===== src/design/jvm_pkg.sv =====
package jvm_pkg;

    // queue sizing, also the credits a sender starts with
    localparam int LINK_DEPTH  = 4;
    localparam int STACK_DEPTH = 16;
    localparam int NUM_LOCALS  = 4;

    // depths are powers of two, pointers wrap on their own
    localparam int LINK_PTR_W = $clog2(LINK_DEPTH);
    localparam int LINK_CNT_W = $clog2(LINK_DEPTH + 1);
    localparam int STK_IDX_W  = $clog2(STACK_DEPTH);
    localparam int SP_W       = $clog2(STACK_DEPTH + 1);
    localparam int LOCAL_W    = $clog2(NUM_LOCALS);

    localparam logic [7:0] OP_NOP       = 8'h00;
    localparam logic [7:0] OP_ICONST_M1 = 8'h02;
    localparam logic [7:0] OP_ICONST_0  = 8'h03;
    localparam logic [7:0] OP_ICONST_1  = 8'h04;
    localparam logic [7:0] OP_ICONST_2  = 8'h05;
    localparam logic [7:0] OP_ICONST_3  = 8'h06;
    localparam logic [7:0] OP_ICONST_4  = 8'h07;
    localparam logic [7:0] OP_ICONST_5  = 8'h08;
    localparam logic [7:0] OP_BIPUSH    = 8'h10;
    localparam logic [7:0] OP_SIPUSH    = 8'h11;
    localparam logic [7:0] OP_ILOAD     = 8'h15;
    localparam logic [7:0] OP_ILOAD_0   = 8'h1a;
    localparam logic [7:0] OP_ILOAD_1   = 8'h1b;
    localparam logic [7:0] OP_ILOAD_2   = 8'h1c;
    localparam logic [7:0] OP_ILOAD_3   = 8'h1d;
    localparam logic [7:0] OP_ISTORE    = 8'h36;
    localparam logic [7:0] OP_ISTORE_0  = 8'h3b;
    localparam logic [7:0] OP_ISTORE_1  = 8'h3c;
    localparam logic [7:0] OP_ISTORE_2  = 8'h3d;
    localparam logic [7:0] OP_ISTORE_3  = 8'h3e;
    localparam logic [7:0] OP_POP       = 8'h57;
    localparam logic [7:0] OP_DUP       = 8'h59;
    localparam logic [7:0] OP_IADD      = 8'h60;
    localparam logic [7:0] OP_ISUB      = 8'h64;
    localparam logic [7:0] OP_IMUL      = 8'h68;
    localparam logic [7:0] OP_IDIV      = 8'h6c;
    localparam logic [7:0] OP_IREM      = 8'h70;
    localparam logic [7:0] OP_INEG      = 8'h74;
    localparam logic [7:0] OP_ISHL      = 8'h78;
    localparam logic [7:0] OP_ISHR      = 8'h7a;
    localparam logic [7:0] OP_IAND      = 8'h7e;
    localparam logic [7:0] OP_IOR       = 8'h80;
    localparam logic [7:0] OP_IXOR      = 8'h82;
    localparam logic [7:0] OP_IINC      = 8'h84;
    localparam logic [7:0] OP_IRETURN   = 8'hac;
    localparam logic [7:0] OP_RETURN    = 8'hb1;

    // codes come straight from opcode bits in the decoder
    typedef enum logic [3:0] {
        alu_add = 4'b0000,
        alu_sub = 4'b0001,
        alu_mul = 4'b0010,
        alu_div = 4'b0011,
        alu_rem = 4'b0100,
        alu_neg = 4'b0101,
        alu_or  = 4'b1000,
        alu_xor = 4'b1001,
        alu_shl = 4'b1100,
        alu_shr = 4'b1101,
        alu_and = 4'b1111
    } alu_op_e;

    typedef enum logic [3:0] {
        k_nop,
        k_push_const,
        k_load,
        k_store,
        k_iinc,
        k_pop,
        k_dup,
        k_alu,
        k_ireturn,
        k_return,
        k_illegal
    } instr_kind_e;

    typedef struct packed {
        instr_kind_e          kind;
        alu_op_e              alu_op;
        logic [1:0]           stack_args;
        logic                 stack_wb;
        logic [LOCAL_W-1:0]   local_idx;
        logic [31:0]          imm;
    } decoded_instr_t;

endpackage


===== src/design/credit_link.sv =====
`timescale 1ns/100ps

// one-way payload link, credits flow back from the receiver
interface credit_link #(
    parameter type payload_t = logic [7:0]
);
    logic     valid;
    payload_t data;
    // one pulse per entry the receiver frees
    logic     credit;

    modport sender (output valid, output data, input credit);
    modport receiver (input valid, input data, output credit);
endinterface


===== src/design/stack_exec.sv =====
`timescale 1ns/100ps

module stack_exec
    import jvm_pkg::*;
(
    input  logic         clk,
    input  logic         rst_n,
    credit_link.receiver instr_in,
    input  logic         res_credit,
    output logic         res_valid,
    output logic [31:0]  res_value,
    output logic         illegal_seen
);

    decoded_instr_t        iq [LINK_DEPTH];
    logic [LINK_PTR_W-1:0] iq_wr, iq_rd;
    logic [LINK_CNT_W-1:0] iq_cnt;
    decoded_instr_t        cur;
    logic                  go;
    logic                  ret_go;
    logic [31:0]           stk [STACK_DEPTH];
    logic [SP_W-1:0]       sp;
    logic [STK_IDX_W-1:0]  wr_idx;
    logic [31:0]           locals [NUM_LOCALS];
    logic [LINK_CNT_W-1:0] rcred;
    logic [31:0]           top;
    logic [31:0]           nxt;
    logic [31:0]           alu_res;
    logic [31:0]           wb_val;

    // java int semantics, r is the top of stack
    function automatic logic [31:0] alu(alu_op_e op, logic [31:0] l, logic [31:0] r);
        logic signed [31:0] a;
        logic signed [31:0] b;
        logic [31:0]        y;
        a = l;
        b = r;
        case (op)
            alu_add: y = a + b;
            alu_sub: y = a - b;
            alu_mul: y = a * b;
            // min / -1 wraps back to min as in java
            alu_div: y = (b == 0) ? 32'sd0 : (b == -1) ? -a : a / b;
            alu_rem: y = (b == 0 || b == -1) ? 32'sd0 : a % b;
            alu_neg: y = -b;
            alu_or:  y = a | b;
            alu_xor: y = a ^ b;
            alu_shl: y = a << b[4:0];
            alu_shr: y = a >>> b[4:0];
            alu_and: y = a & b;
            default: y = '0;
        endcase
        return y;
    endfunction

    assign cur     = iq[iq_rd];
    // ireturn waits here until the sink has room
    assign go      = (iq_cnt != '0) && !((cur.kind == k_ireturn) && (rcred == '0));
    assign ret_go  = go && (cur.kind == k_ireturn);
    assign top     = stk[STK_IDX_W'(sp - SP_W'(1))];
    assign nxt     = stk[STK_IDX_W'(sp - SP_W'(2))];
    assign alu_res = alu(cur.alu_op, nxt, top);
    // result lands where the lowest consumed operand was
    assign wr_idx  = STK_IDX_W'(sp - SP_W'(cur.stack_args));

    assign instr_in.credit = go;

    always_comb begin
        case (cur.kind)
            k_push_const: wb_val = cur.imm;
            k_load:       wb_val = locals[cur.local_idx];
            k_dup:        wb_val = top;
            default:      wb_val = alu_res;
        endcase
    end

    always_ff @(posedge clk) begin
        if (instr_in.valid) begin
            iq[iq_wr] <= instr_in.data;
        end
        if (go && cur.stack_wb) begin
            stk[wr_idx] <= wb_val;
        end
        if (ret_go) begin
            res_value <= top;
        end
    end

    always_ff @(posedge clk or negedge rst_n) begin
        if (!rst_n) begin
            iq_wr        <= '0;
            iq_rd        <= '0;
            iq_cnt       <= '0;
            sp           <= '0;
            rcred        <= LINK_CNT_W'(LINK_DEPTH);
            res_valid    <= 1'b0;
            illegal_seen <= 1'b0;
            for (int i = 0; i < NUM_LOCALS; i++) begin
                locals[i] <= '0;
            end
        end else begin
            if (instr_in.valid) begin
                iq_wr <= iq_wr + LINK_PTR_W'(1);
            end
            iq_cnt    <= iq_cnt + LINK_CNT_W'(instr_in.valid) - LINK_CNT_W'(go);
            rcred     <= rcred - LINK_CNT_W'(ret_go) + LINK_CNT_W'(res_credit);
            res_valid <= ret_go;
            if (go) begin
                iq_rd <= iq_rd + LINK_PTR_W'(1);
                if (cur.kind == k_ireturn || cur.kind == k_return) begin
                    sp <= '0;
                end else begin
                    sp <= sp - SP_W'(cur.stack_args) + SP_W'(cur.stack_wb);
                end
                case (cur.kind)
                    k_store:   locals[cur.local_idx] <= top;
                    k_iinc:    locals[cur.local_idx] <= locals[cur.local_idx] + cur.imm;
                    k_illegal: illegal_seen <= 1'b1;
                    default:   ;
                endcase
            end
        end
    end

endmodule


===== src/flat_wrapper.sv =====
// flat-port wrapper written by rule: the top's interface ports become plain ports
module stack_exec_flat import jvm_pkg::*;
  (clk, rst_n, res_credit, res_valid, res_value, illegal_seen, instr_in_valid, instr_in_data, instr_in_credit);
  credit_link instr_in_i ();
  input  logic clk;
  input  logic rst_n;
  input  logic res_credit;
  output logic res_valid;
  output logic [31:0] res_value;
  output logic illegal_seen;
  input wire logic [$bits(instr_in_i.valid)-1:0] instr_in_valid;
  input wire logic [$bits(instr_in_i.data)-1:0] instr_in_data;
  output wire logic [$bits(instr_in_i.credit)-1:0] instr_in_credit;
  assign instr_in_i.valid = instr_in_valid;
  assign instr_in_i.data = instr_in_data;
  assign instr_in_credit = instr_in_i.credit;
  stack_exec u_core (.clk(clk), .rst_n(rst_n), .instr_in(instr_in_i), .res_credit(res_credit), .res_valid(res_valid), .res_value(res_value), .illegal_seen(illegal_seen));
endmodule

===== config.mk =====
export PLATFORM = sky130hd
export DESIGN_NAME = stack_exec_flat
export DESIGN_NICKNAME = d
export VERILOG_FILES = /design/src/design/jvm_pkg.sv /design/src/design/credit_link.sv /design/src/design/stack_exec.sv /design/src/flat_wrapper.sv
export SDC_FILE = /design/constraint.sdc
export NUM_CORES = 1
export LEC_CHECK = 0
export CORE_AREA = 10 10 47 49
export CTS_CLUSTER_DIAMETER = 200
export CTS_CLUSTER_SIZE = 16
export DETAILED_ROUTE_END_ITERATION = 10
export DIE_AREA = 0 0 57 59
export DONT_BUFFER_PORTS = 1
export MAX_ROUTING_LAYER = met4
export PLACE_DENSITY_LB_ADDON = 0.2
export REMOVE_ABC_BUFFERS = 1
export SYNTH_ARGS = -nofsm -noshare
export SYNTH_HDL_FRONTEND = slang
export SYNTH_SLANG_ARGS = --single-unit

===== constraint.sdc =====
create_clock -name clk -period 2.1 [get_ports clk]
set_input_delay 0.21 -clock clk [delete_from_list [all_inputs] [get_ports clk]]
set_output_delay 0.21 -clock clk [all_outputs]
set_load 0.01 [all_outputs]

## After elaboration in Yosys (flattened, before gate mapping)

Memories as Yosys holds them, arrays and structs flattened.
Index checks and enable logic that the tools add are counted.

| cells by class | value |
|---|---|
| $add $sub $neg | 15 |
| multipliers | 1 |
| div/mod/pow operators | 2 |
| $lt $le $gt $ge | 2 |
| equal/unequal tests | 19 |
| shift operators | 2 |
| muxes and demuxes | 18 |
| bitwise logic cells | 4 |
| reduce and logical (&&, ||, !) cells | 15 |

Operator list:

| operator | count |
|---|---|
| $pmux 32 s11 | 1 |
| $bwmux 128 | 2 |
| $pmux 128 s2 | 1 |
| $mux 32 | 6 |
| $pmux 32 s3 | 1 |
| $add 32x32->32 | 2 |
| $bmux 32 s2 | 1 |
| $demux 32 s2 | 1 |
| $neg 32->32 | 2 |
| $and 32x32->32 | 1 |
| $div 32x32->32 | 1 |
| $eq 32x1->1 const B | 1 |
| $eq 4x4->1 const AB | 8 |
| $logic_not 32->1 | 1 |
| $mod 32x32->32 | 1 |
| $mul 32x32->32 | 1 |
| $or 32x32->32 | 1 |
| $shl 32x5->32 | 1 |
| $sshr 32x5->32 | 1 |
| $sub 32x32->32 | 1 |
| $xor 32x32->32 | 1 |
| $eq 4x2->1 const AB | 4 |
| $eq 4x3->1 const AB | 4 |
| $eq 4x1->1 const AB | 2 |
| 21 further kinds | 32 |

| storage, ports and cells | value |
|---|---|
| bits in registers | 177 |
| RAM bits | 544 |
| bits of input ports | 12 |
| output and inout port bits | 35 |
| word-level logic and storage cells | 92 |
| memories kept | 2 |

Memories:

| memory | depth | width | rd ports | clocked after Yosys merged registers in | wr ports | RTL line | source |
|---|---|---|---|---|---|---|---|
| u_core.stk | 16 | 32 | 2 | 0 | 1 | stack_exec.sv:21 | `logic [31:0] stk [STACK_DEPTH];` |
| u_core.iq | 4 | 8 | 1 | 0 | 1 | stack_exec.sv:15 | `decoded_instr_t iq [LINK_DEPTH];` |

## Depth between registers and ports, before layout

Gate-level depths: netlist (run 1).

| logic depth | value |
|---|---|
| depth after elaboration | 7 |
| mapped depth | 7 |
| gate-level depth less buffers | 7 |

## Worst setup path before layout (run 1)

No wires, ideal clock.

| timing path | value |
|---|---|
| path type | reg2reg |
| start | register u_core.iq_cnt[1] |
| end | register u_core.iq_cnt[2] |
| library setup time | 0.135 ns |
| arrival | 1.885 ns |
| data required time | 1.965 ns |
| slack | 0.080 ns |
| stages on the path, launching flop included | 8 |
| buffers on the path | 0 |
| clock period less this slack | 2.020 ns |
| cells stage by stage | dfrtp_1 > or3_1 > ha_1 > inv_1 > ha_1 > inv_1 > fa_1 > xor3_1 |

| on the way | value |
|---|---|
| cells in the longest elaborated chain, start to end | 3 |
| elaborated cells between the ends (all ways) | 4 |
| classes of those cells | add/sub (2); reduce/logical (2) |

RTL lines:

| what | RTL line | source |
|---|---|---|
| start: declaration | stack_exec.sv:17 | `logic [LINK_CNT_W-1:0] iq_cnt;` |
| start signal: assignment | stack_exec.sv:105 | `iq_cnt <= iq_cnt + LINK_CNT_W'(instr_in.valid) - LINK_CNT_W'(go);` |
| $reduce_bool 3->1 | stack_exec.sv:58 | `assign go = (iq_cnt != '0) && !((cur.kind == k_ireturn) && (rcred == '0));` |
| $logic_and 1x1->1 | stack_exec.sv:58 |  |
| net instr_in_credit | flat_wrapper.sv:13 | `output wire logic [$bits(instr_in_i.credit)-1:0] instr_in_credit;` |
| $sub 3x1->3 | stack_exec.sv:105 |  |

The timed path passes the listed nets, and every way through them passes these cells.
A chain may end at the register's enable or synchronous reset.

## Final worst setup path (run 1)

| timing path | value |
|---|---|
| start | register u_core.iq_cnt[2] |
| end | register u_core.iq_cnt[2] |

| on the way | value |
|---|---|
| cells in the longest elaborated chain, start to end | 3 |
| elaborated cells between the ends (all ways) | 4 |
| classes of those cells | add/sub (2); reduce/logical (2) |

RTL lines:

| what | RTL line |
|---|---|
| parallel branches: the longest is 2 deep, another holds $add 3x1->3 | n/a |
| $sub 3x1->3 (*) | stack_exec.sv:105 |

Mark *: on every way between the ends.

==> flow_summary.ini, run 1 <==
[status]
status = complete, no violations

[routing]
wl_per_cell_um = 9.30
met3_length_um = 134
dr_total_vias = 186
antenna_left = 0
drt-met1-wl_um = 172
firstDrtPassIters = 2
wl_met2_um = 335
drt-total-wl_um = 642
vias_per_cell = 2.70
drc = 0
dr.max_layer_used = met3
drt_iter0_drc = 4

[floorplanning]
core_area_sq_um = 1400
die_y_um = 59
num_io_pins = 47
initial_core_util_pct = 30.3
num_rows = 14
die_area_sq_um = 3360
die_x_um = 57

[cells_and_area]
seqCellArea_sq_um = 75.1
reg_top3 = u_core.iq_cnt: 3 flops
top_register = u_core.iq_cnt
post-route-util_pct = 26.0
layout.nets = 69
final_common_cell = conb_1
multi_input_area_sq_um = 203
fill_cells = 156
n_antenna_cell = 0
largest_register_ffs = 3
syn_to_final_growth_pct = -14.2
fin_area_sq_um = 364
drive_above_1_share_pct = 9.43
final_cell_mix = conb_1, inv_1, clkbuf_4, dfrtp_1

[yosys]
yosysSeqAreaShare_pct = 17.7
avgSynthCellArea_sq_um = 9.02
ys_types = 8
synth.top_cell.area_share_pct = 60.2
ys_top_cells_by_area = buf_4, dfrtp_1, ha_1
yosys_warnings = 0
ys_ff_latch = 3
synth_top_area_cell = buf_4
syn_inst = 47
syn_area_sq_um = 424

[setup_path]
arrival_ns = 2.09
path_cells = or3_1, ha_1, inv_1, ha_1, inv_1, fa_1, xor3_1
max_stage_delay_ns = 0.40
crit_type = flip-flop to flip-flop
cp-start-kind = flip-flop
path_max_fanout = 2
r2r_slack_ns = 0.11
slowest_stage = or3_1
required_ns = 2.20
worst_setup_path_end_kind = flip-flop

[clock_network]
cts_tree = done
root_buffer = clkbuf_4
clk_latency_ns = 0.23
cts.path.max_buffers = 2
cts_sinks = 3
cts_inserted_buffers = 3
cts_max_level = 1
cts_setup_buffers = 0
clkTransAtPathRegs_ns = 0.04

[run]
cap_violations = 0

[timing]
whs_ns = 0.124
max_freq_mhz = 502
rsz0062_at_grt = false
fin_skew_ns = 0.00366
setup_viol = 0
min_period_over_period_pct = 94.8
min_period_ns = 1.99
finalMaxSlewViolations = 0
fin_tns_setup_ns = 0
hold_viol_final = 0

[global_route]
grt.total_usage_pct = 3.90
grt_pass1_vias = 225
grt_overflow_total = 0
grt_max_degree = 4
grt_pass1_wl_um = 1010
antenna_found_initial = 0

[min_path]
hold_path.class = primary input to flip-flop

[power_and_ir_drop]
peakVddDrop_mv = 0.492
p_per_area_nw_per_um2 = 1200
leakagePower_nw = 0.230

[place]
port_buffers = 0
gp_congestion = 0.538
dp_hpwl_um = 606
dpl_cell_area_sq_um = 328
final timing paths:
path	cells past startpoint	to	start
max in group asynchronous	1	u_core.iq_cnt[0]	rst_n
min	1	u_core.iq_cnt[0]	instr_in_valid
min reg2reg	1	u_core.iq_cnt[2]	u_core.iq_cnt[2]
max	7	u_core.iq_cnt[2]	u_core.iq_cnt[2]
min in group asynchronous	1	u_core.iq_cnt[2]	rst_n
max reg2reg	7	u_core.iq_cnt[2]	u_core.iq_cnt[2]
synthesized netlist by cell type:
cell type / instances
fa_1: 1
buf_4: 34
dfrtp_1: 3
xor3_1: 1
inv_1: 4
conb_1: 1
or3_1: 1
ha_1: 2
routing by layer:
metal	GRT usage, %	vias up
met2	6.05	22
met5	-	-
li1	-	84
met1	2.67	80
met4	3.02	0
met3	3.65	0
power breakdown:
group | internal, mW | switching, mW | leakage (nW) | total, mW
Combinational | 0.120 | 0.113 | 0.180 | 0.233
Clock | 0.0710 | 0.0268 | 0.0150 | 0.0978
Sequential | 0.0943 | 0.0124 | 0.0350 | 0.107
stage by stage:
step	setup WS, ns	instances	total power [mW]
floorplan	0.0795	46	0.281
global placement	0.0847	64	0.334
detailed placement	0.101	64	0.339
CTS	0.0953	69	0.446
global route	0.0118	69	0.493
finish	0.108	69	0.437
cells by family after synthesis:
family / count (synthesis) / synth area share [%]
buf+inv: 38 / 63.7
fa+ha+maj: 3 / 10.6
flops: 3 / 17.7
xor+xnor: 1 / 5.60
simple gates: 1 / 1.48
other cells: 1 / 0.884
worst max-delay path, delay by kind of cell (launching register included):
family	cells	cell delay (ns)
simple gates	1	0.40
buf+inv	2	0.10
fa+ha+maj	3	0.81
flops	1	0.37
xor+xnor	1	0.18
cell type report:
class	instances	area share, %
Multi-Input combinational cell	39	55.7
Sequential cell	3	20.6
Inverter	4	4.12
Clock buffer	4	7.22
Timing Repair Buffer	3	6.87
Tap cell	16	5.50
what timing repair did:
action	4_1_cts	5_1_grt
endpoints found under the hold margin	3	0
hold buffers	1	0
gates resized for setup	0	0
No activity file was read; power rests on OpenSTA's default activity.
==> run 2: changes to the inputs <==
--- a/config.mk
+++ b/config.mk
@@ -5,11 +5,11 @@
 export SDC_FILE = /design/constraint.sdc
 export NUM_CORES = 1
 export LEC_CHECK = 0
-export CORE_AREA = 10 10 47 49
+export CORE_AREA = 2 2 39 41
 export CTS_CLUSTER_DIAMETER = 200
 export CTS_CLUSTER_SIZE = 16
 export DETAILED_ROUTE_END_ITERATION = 10
-export DIE_AREA = 0 0 57 59
+export DIE_AREA = 0 0 41 43
 export DONT_BUFFER_PORTS = 1
 export MAX_ROUTING_LAYER = met4
 export PLACE_DENSITY_LB_ADDON = 0.2
==> run 2 against run 1 <==
Worst hold slack improved by 0.0029 ns. Final cell count stayed put. Utilization up 0.87 points. Worst setup slack improved by 0.033 ns. Clock power barely moved. Count of clock-buffer cells in the layout is the same. Die area is 48% lower. Flip-flop and latch count did not move. Design area rose by 2.1%. Clock skew shrank 0.0029 ns. Combinational power is 5% higher.
==> flow_summary.ini, run 2 (synthesis results as in run 1) <==
[cells_and_area]
top_register = u_core.iq_cnt
syn_to_final_growth_pct = -12.4
layout.nets = 69
reg_top3 = u_core.iq_cnt: 3 flops
post-route-util_pct = 26.9
largest_register_ffs = 3
final_common_cell = conb_1
drive_above_1_share_pct = 13.2
final_cell_mix = conb_1, inv_1, clkbuf_4, dfrtp_1
fill_cells = 161
n_antenna_cell = 0

[place]
dp_hpwl_um = 330
port_buffers = 0
gp_congestion = 0.595

[routing]
drt_iter0_drc = 0
drt-total-wl_um = 373
vias_per_cell = 2.71
wl_per_cell_um = 5.41
dr_total_vias = 187
drc = 0
firstDrtPassIters = 1
antenna_left = 0

[timing]
setup_viol = 0
max_freq_mhz = 511
fin_skew_ns = 0.000780
fin_tns_setup_ns = 0
finalMaxSlewViolations = 0
min_period_ns = 1.96
rsz0062_at_grt = false
min_period_over_period_pct = 93.3
whs_ns = 0.127
hold_viol_final = 0

[floorplanning]
num_rows = 14
die_x_um = 41
die_y_um = 43
initial_core_util_pct = 30.7
num_io_pins = 47
core_area_sq_um = 1380
die_area_sq_um = 1760

[clock_network]
cts_sinks = 3
cts_tree = done
clkTransAtPathRegs_ns = 0.04
cts_max_level = 1
clk_latency_ns = 0.23
root_buffer = clkbuf_4
cts.path.max_buffers = 2
cts_inserted_buffers = 3

[setup_path]
cp-start-kind = flip-flop
critPathBufInv = 3
cp_common_cell = inv_1
crit_type = flip-flop to flip-flop
required_ns = 2.22
cp_top_family = adder cells
worst_setup_path_end_kind = flip-flop
arrival_ns = 2.08
path_max_fanout = 2
path_cells = or3_4, ha_1, inv_1, ha_1, inv_1, fa_2, inv_1
slowest_stage = fa_2
r2r_slack_ns = 0.14
max_stage_delay_ns = 0.53

[run]
cap_violations = 0

[power_and_ir_drop]
peakVddDrop_mv = 0.518
leakagePower_nw = 0.231
p_per_area_nw_per_um2 = 1220
p_total_uw = 455

[global_route]
antenna_found_initial = 0
grt.total_usage_pct = 5.91
grt_max_degree = 4
grt_overflow_total = 0
grt_pass1_wl_um = 558
grt_pass1_vias = 151

[min_path]
hold_path.class = primary input to flip-flop

[status]
status = complete, no violations
run 2: what timing repair did:
action                     in CTS  in global routing
hold buffers                    1                  0
setup endpoints to repair       0                  1
hold endpoints to repair        3                  0
buffers inserted                0                  0
gates resized for setup         0                  2
run 2: final timing paths:
path | startpoint | to | cells after the start
max | u_core.iq_cnt[2] | u_core.iq_cnt[1] | 7
min | instr_in_valid | u_core.iq_cnt[0] | 1
max reg2reg | u_core.iq_cnt[2] | u_core.iq_cnt[1] | 7
min reg2reg | u_core.iq_cnt[2] | u_core.iq_cnt[2] | 1
max in group asynchronous | rst_n | u_core.iq_cnt[0] | 1
min in group asynchronous | rst_n | u_core.iq_cnt[2] | 1
run 2: stage by stage:
step / std cells / instance area, sq um / setup WS [ns]
floorplan: 46 / 293 / 0.0795
global placement: 64 / 328 / 0.103
detailed placement: 64 / 328 / 0.0808
CTS: 69 / 364 / 0.0867
global route: 69 / 372 / 0.0353
finish: 69 / 372 / 0.141
run 2: cell type report:
cell class                 count  area [sq um]  area share [%]
timing repair buffer           3          25.0            6.73
sequential                     3          75.1            20.2
inverter                       4          15.0            4.04
tap                           16          20.0            5.39
clock buffer                   4          26.3            7.07
multi-input combinational     39           210            56.6
run 2: layer usage:
metal	track usage [%]	vias to the layer above	part of all wire, %
met5	-	-	0
met4	10.0	0	0
met3	3.66	0	19
met2	7.19	21	59
li1	-	83	-
met1	3.95	83	22
run 2: report_power, final:
group	internal, mW	switching (mW)
Sequential	0.0945	0.0155
Clock	0.0712	0.0291
Combinational	0.131	0.113
==> run 3: changes to the inputs <==
--- a/config.mk
+++ b/config.mk
@@ -5,6 +5,7 @@
 export SDC_FILE = /design/constraint.sdc
 export NUM_CORES = 1
 export LEC_CHECK = 0
+export ABC_AREA = 1
 export CORE_AREA = 2 2 39 41
 export CTS_CLUSTER_DIAMETER = 200
 export CTS_CLUSTER_SIZE = 16
==> constraint.sdc (replaced) <==
create_clock -name clk -period 2.3 [get_ports clk]
set_input_delay 0.23 -clock clk [delete_from_list [all_inputs] [get_ports clk]]
set_output_delay 0.23 -clock clk [all_outputs]
set_load 0.01 [all_outputs]
==> run 3 against run 2 <==
Clock power decreased by 9%. Wire length increased by 13%. Sequential power is 9% lower. Critical path depth increased by 2. Total power decreased by 15%. Combinational power is 20% lower. Synthesized area grew 2.4%. Count of clock-buffer cells in the layout did not move. Die area is the same. Global-route usage is 0.50 points higher. Clock skew increased by 0.00056 ns. Synthesized cell count is 17% higher. Critical path type unchanged. Largest cell class unchanged. Highest routed layer unchanged.
==> flow_summary.ini, run 3 <==
[status]
status = complete, no violations

[yosys]
ys_types = 8
synth_edf_count = 0
yosysMostFrequentCell = buf_4
synth_common_cells = buf_4, inv_1, nand2_1, dfrtp_1
avgSynthCellArea_sq_um = 7.89
async_flop_share_pct = 100
synth_top_area_cell = buf_4
ys_ff_latch = 3
ys_top_cells_by_area = buf_4, dfrtp_1, inv_1
syn_inst = 55
yosysSeqAreaShare_pct = 17.3
yosys_warnings = 0
syn_area_sq_um = 434
synthFlopType = dfrtp_1
synth.top_cell.area_share_pct = 58.8

[global_route]
antenna_found_initial = 0
grt_pass1_wl_um = 627
grt_overflow_total = 0
grt_max_degree = 4
grt.total_usage_pct = 6.41
grt_pass1_vias = 172

[clock_network]
root_buffer = clkbuf_4
cts_inserted_buffers = 3
post_cts_resized = 0
cts_sinks = 3
clkTransAtPathRegs_ns = 0.04
cts_tree = done
clk_latency_ns = 0.23
cts.path.max_buffers = 2
cts_max_level = 1

[power_and_ir_drop]
p_clk_share_pct = 23.5
p_per_area_nw_per_um2 = 1080
sw_frac_of_total_pct = 43.3
switchingPower_uw = 167
combPwrFrac_pct = 50.6
leakagePower_nw = 0.240
peakVddDrop_mv = 0.497
seqPwrFrac_pct = 25.9
p_int_uw = 219

[floorplanning]
die_area_sq_um = 1760
initial_core_util_pct = 31.4
num_io_pins = 47
die_x_um = 41
die_y_um = 43
core_area_sq_um = 1380
num_rows = 14

[setup_path]
arrival_ns = 2.01
cp-start-kind = flip-flop
crit_type = flip-flop to flip-flop
cp-startpoint = u_core.iq_cnt[1]
r2r_start = u_core.iq_cnt[1]
worst_setup_path_end_kind = flip-flop
path_max_fanout = 3
required_ns = 2.42

[timing]
fin_tns_setup_ns = 0
max_freq_mhz = 527
min_period_ns = 1.90
setup_viol = 0
hold_viol_final = 0
min_period_over_period_pct = 82.4
fin_ws_ns = 0.404
finalMaxSlewViolations = 0
rsz0062_at_grt = false
fin_skew_ns = 0.00134

[run]
cap_violations = 0

[routing]
firstDrtPassIters = 1
drc = 0
vias_per_cell = 2.79
drt_iter0_drc = 0
dr_total_vias = 209
wl_per_cell_um = 5.61
drt-total-wl_um = 421
antenna_left = 0

[place]
gp_congestion = 0.674
dp_hpwl_um = 361
port_buffers = 0
place_ws_ns = 0.385

[cells_and_area]
largest_register_ffs = 3
layout.nets = 75
n_antenna_cell = 0
top_register = u_core.iq_cnt
final_cell_mix = conb_1, inv_1, nand2_1
drive_above_1_share_pct = 5.08
final_common_cell = conb_1
fill_cells = 169
reg_top3 = u_core.iq_cnt: 3 flops
syn_to_final_growth_pct = -17.3

[min_path]
hold_start = instr_in_valid
hold_path.class = primary input to flip-flop
==> run 3: cell types whose count changed after synthesis <==
cell	delta
inv_1	+3
nand2_1	+5
nand3_1	+2
or3_1	-1
xor3_1	-1
==> run 3: through the flow <==
stage               hold slack (ns)  instance area [sq um]  utilization (%)  instances  total power [mW]
CTS                           0.149                    359             25.9         75             0.399
global route                  0.168                    359             25.9         75             0.453
detailed placement          -0.0655                    323             23.3         70             0.300
global placement            -0.0655                    323             23.3         70             0.296
floorplan                   -0.0656                    303                -         54             0.255
finish                        0.153                    359             25.9         75             0.386
==> run 3: final cells by class <==
type,instances,area (sq um),share of cell area [%]
timing repair buffer,1,10.0,2.79
inverter,7,26.3,7.32
clock buffer,4,26.3,7.32
tap,16,20.0,5.57
sequential,3,75.1,20.9
multi-input combinational,44,201,56.1
==> run 3: path summary, 6_finish.rpt <==
| kind | slack [ns] | endpoint | cells after the start |
|---|---|---|---|
| max | 0.40 | u_core.iq_cnt[2] | 9 |
| max in group asynchronous | 1.91 | u_core.iq_cnt[0] | 1 |
| min | 0.15 | u_core.iq_cnt[0] | 1 |
| min reg2reg | 0.58 | u_core.iq_cnt[2] | 3 |
| min in group asynchronous | 0.25 | u_core.iq_cnt[2] | 1 |
| max reg2reg | 0.40 | u_core.iq_cnt[2] | 9 |
==> run 3: critical path, stage by stage (launching register included) <==
cell and delay, ns:
dfrtp_1 0.40, inv_1 0.08, nand3_1 0.17, ha_1 0.34
inv_1 0.05, ha_1 0.13, inv_1 0.05, fa_1 0.41
nand3_1 0.10, nand2_1 0.06
==> run 3: routing by layer <==
metal,routed length [um],vias up,track usage [%],part of all wire [%]
li1,-,100,-,-
met1,128,89,6.54,30
met2,226,20,7.50,54
met3,66,0,3.14,16
met4,0,0,8.00,0
met5,0,-,-,0
==> run 3: what timing repair did <==
action | in CTS | in global routing
hold endpoints to repair | 3 | 0
setup buffers | 0 | 0
setup endpoints to repair | 0 | 0
hold buffers | 1 | 0
==> run 3: logic make-up (layout without fill, tap and decap cells) <==
group | Yosys count | in the layout | share of synthesized area [%]
flops | 3 | 3 | 17.3
simple gates | 7 | 7 | 6.63
fa+ha+maj | 3 | 3 | 10.4
buf+inv | 41 | 12 | 64.8
other cells | 1 | 34 | 0.864
==> run 3: power by group through the flow <==
| stage | Combinational (mW) | Sequential (mW) | Clock, mW |
|---|---|---|---|
| 2_1_floorplan | 0.158 | 0.0973 | 0 |
| 3_3_place_gp | 0.197 | 0.0999 | 0 |
| 5_1_grt | 0.249 | 0.104 | 0.100 |
| 4_1_cts | 0.203 | 0.0994 | 0.0972 |
| 6_report | 0.195 | 0.100 | 0.0908 |
| 3_5_place_dp | 0.200 | 0.100 | 0 |
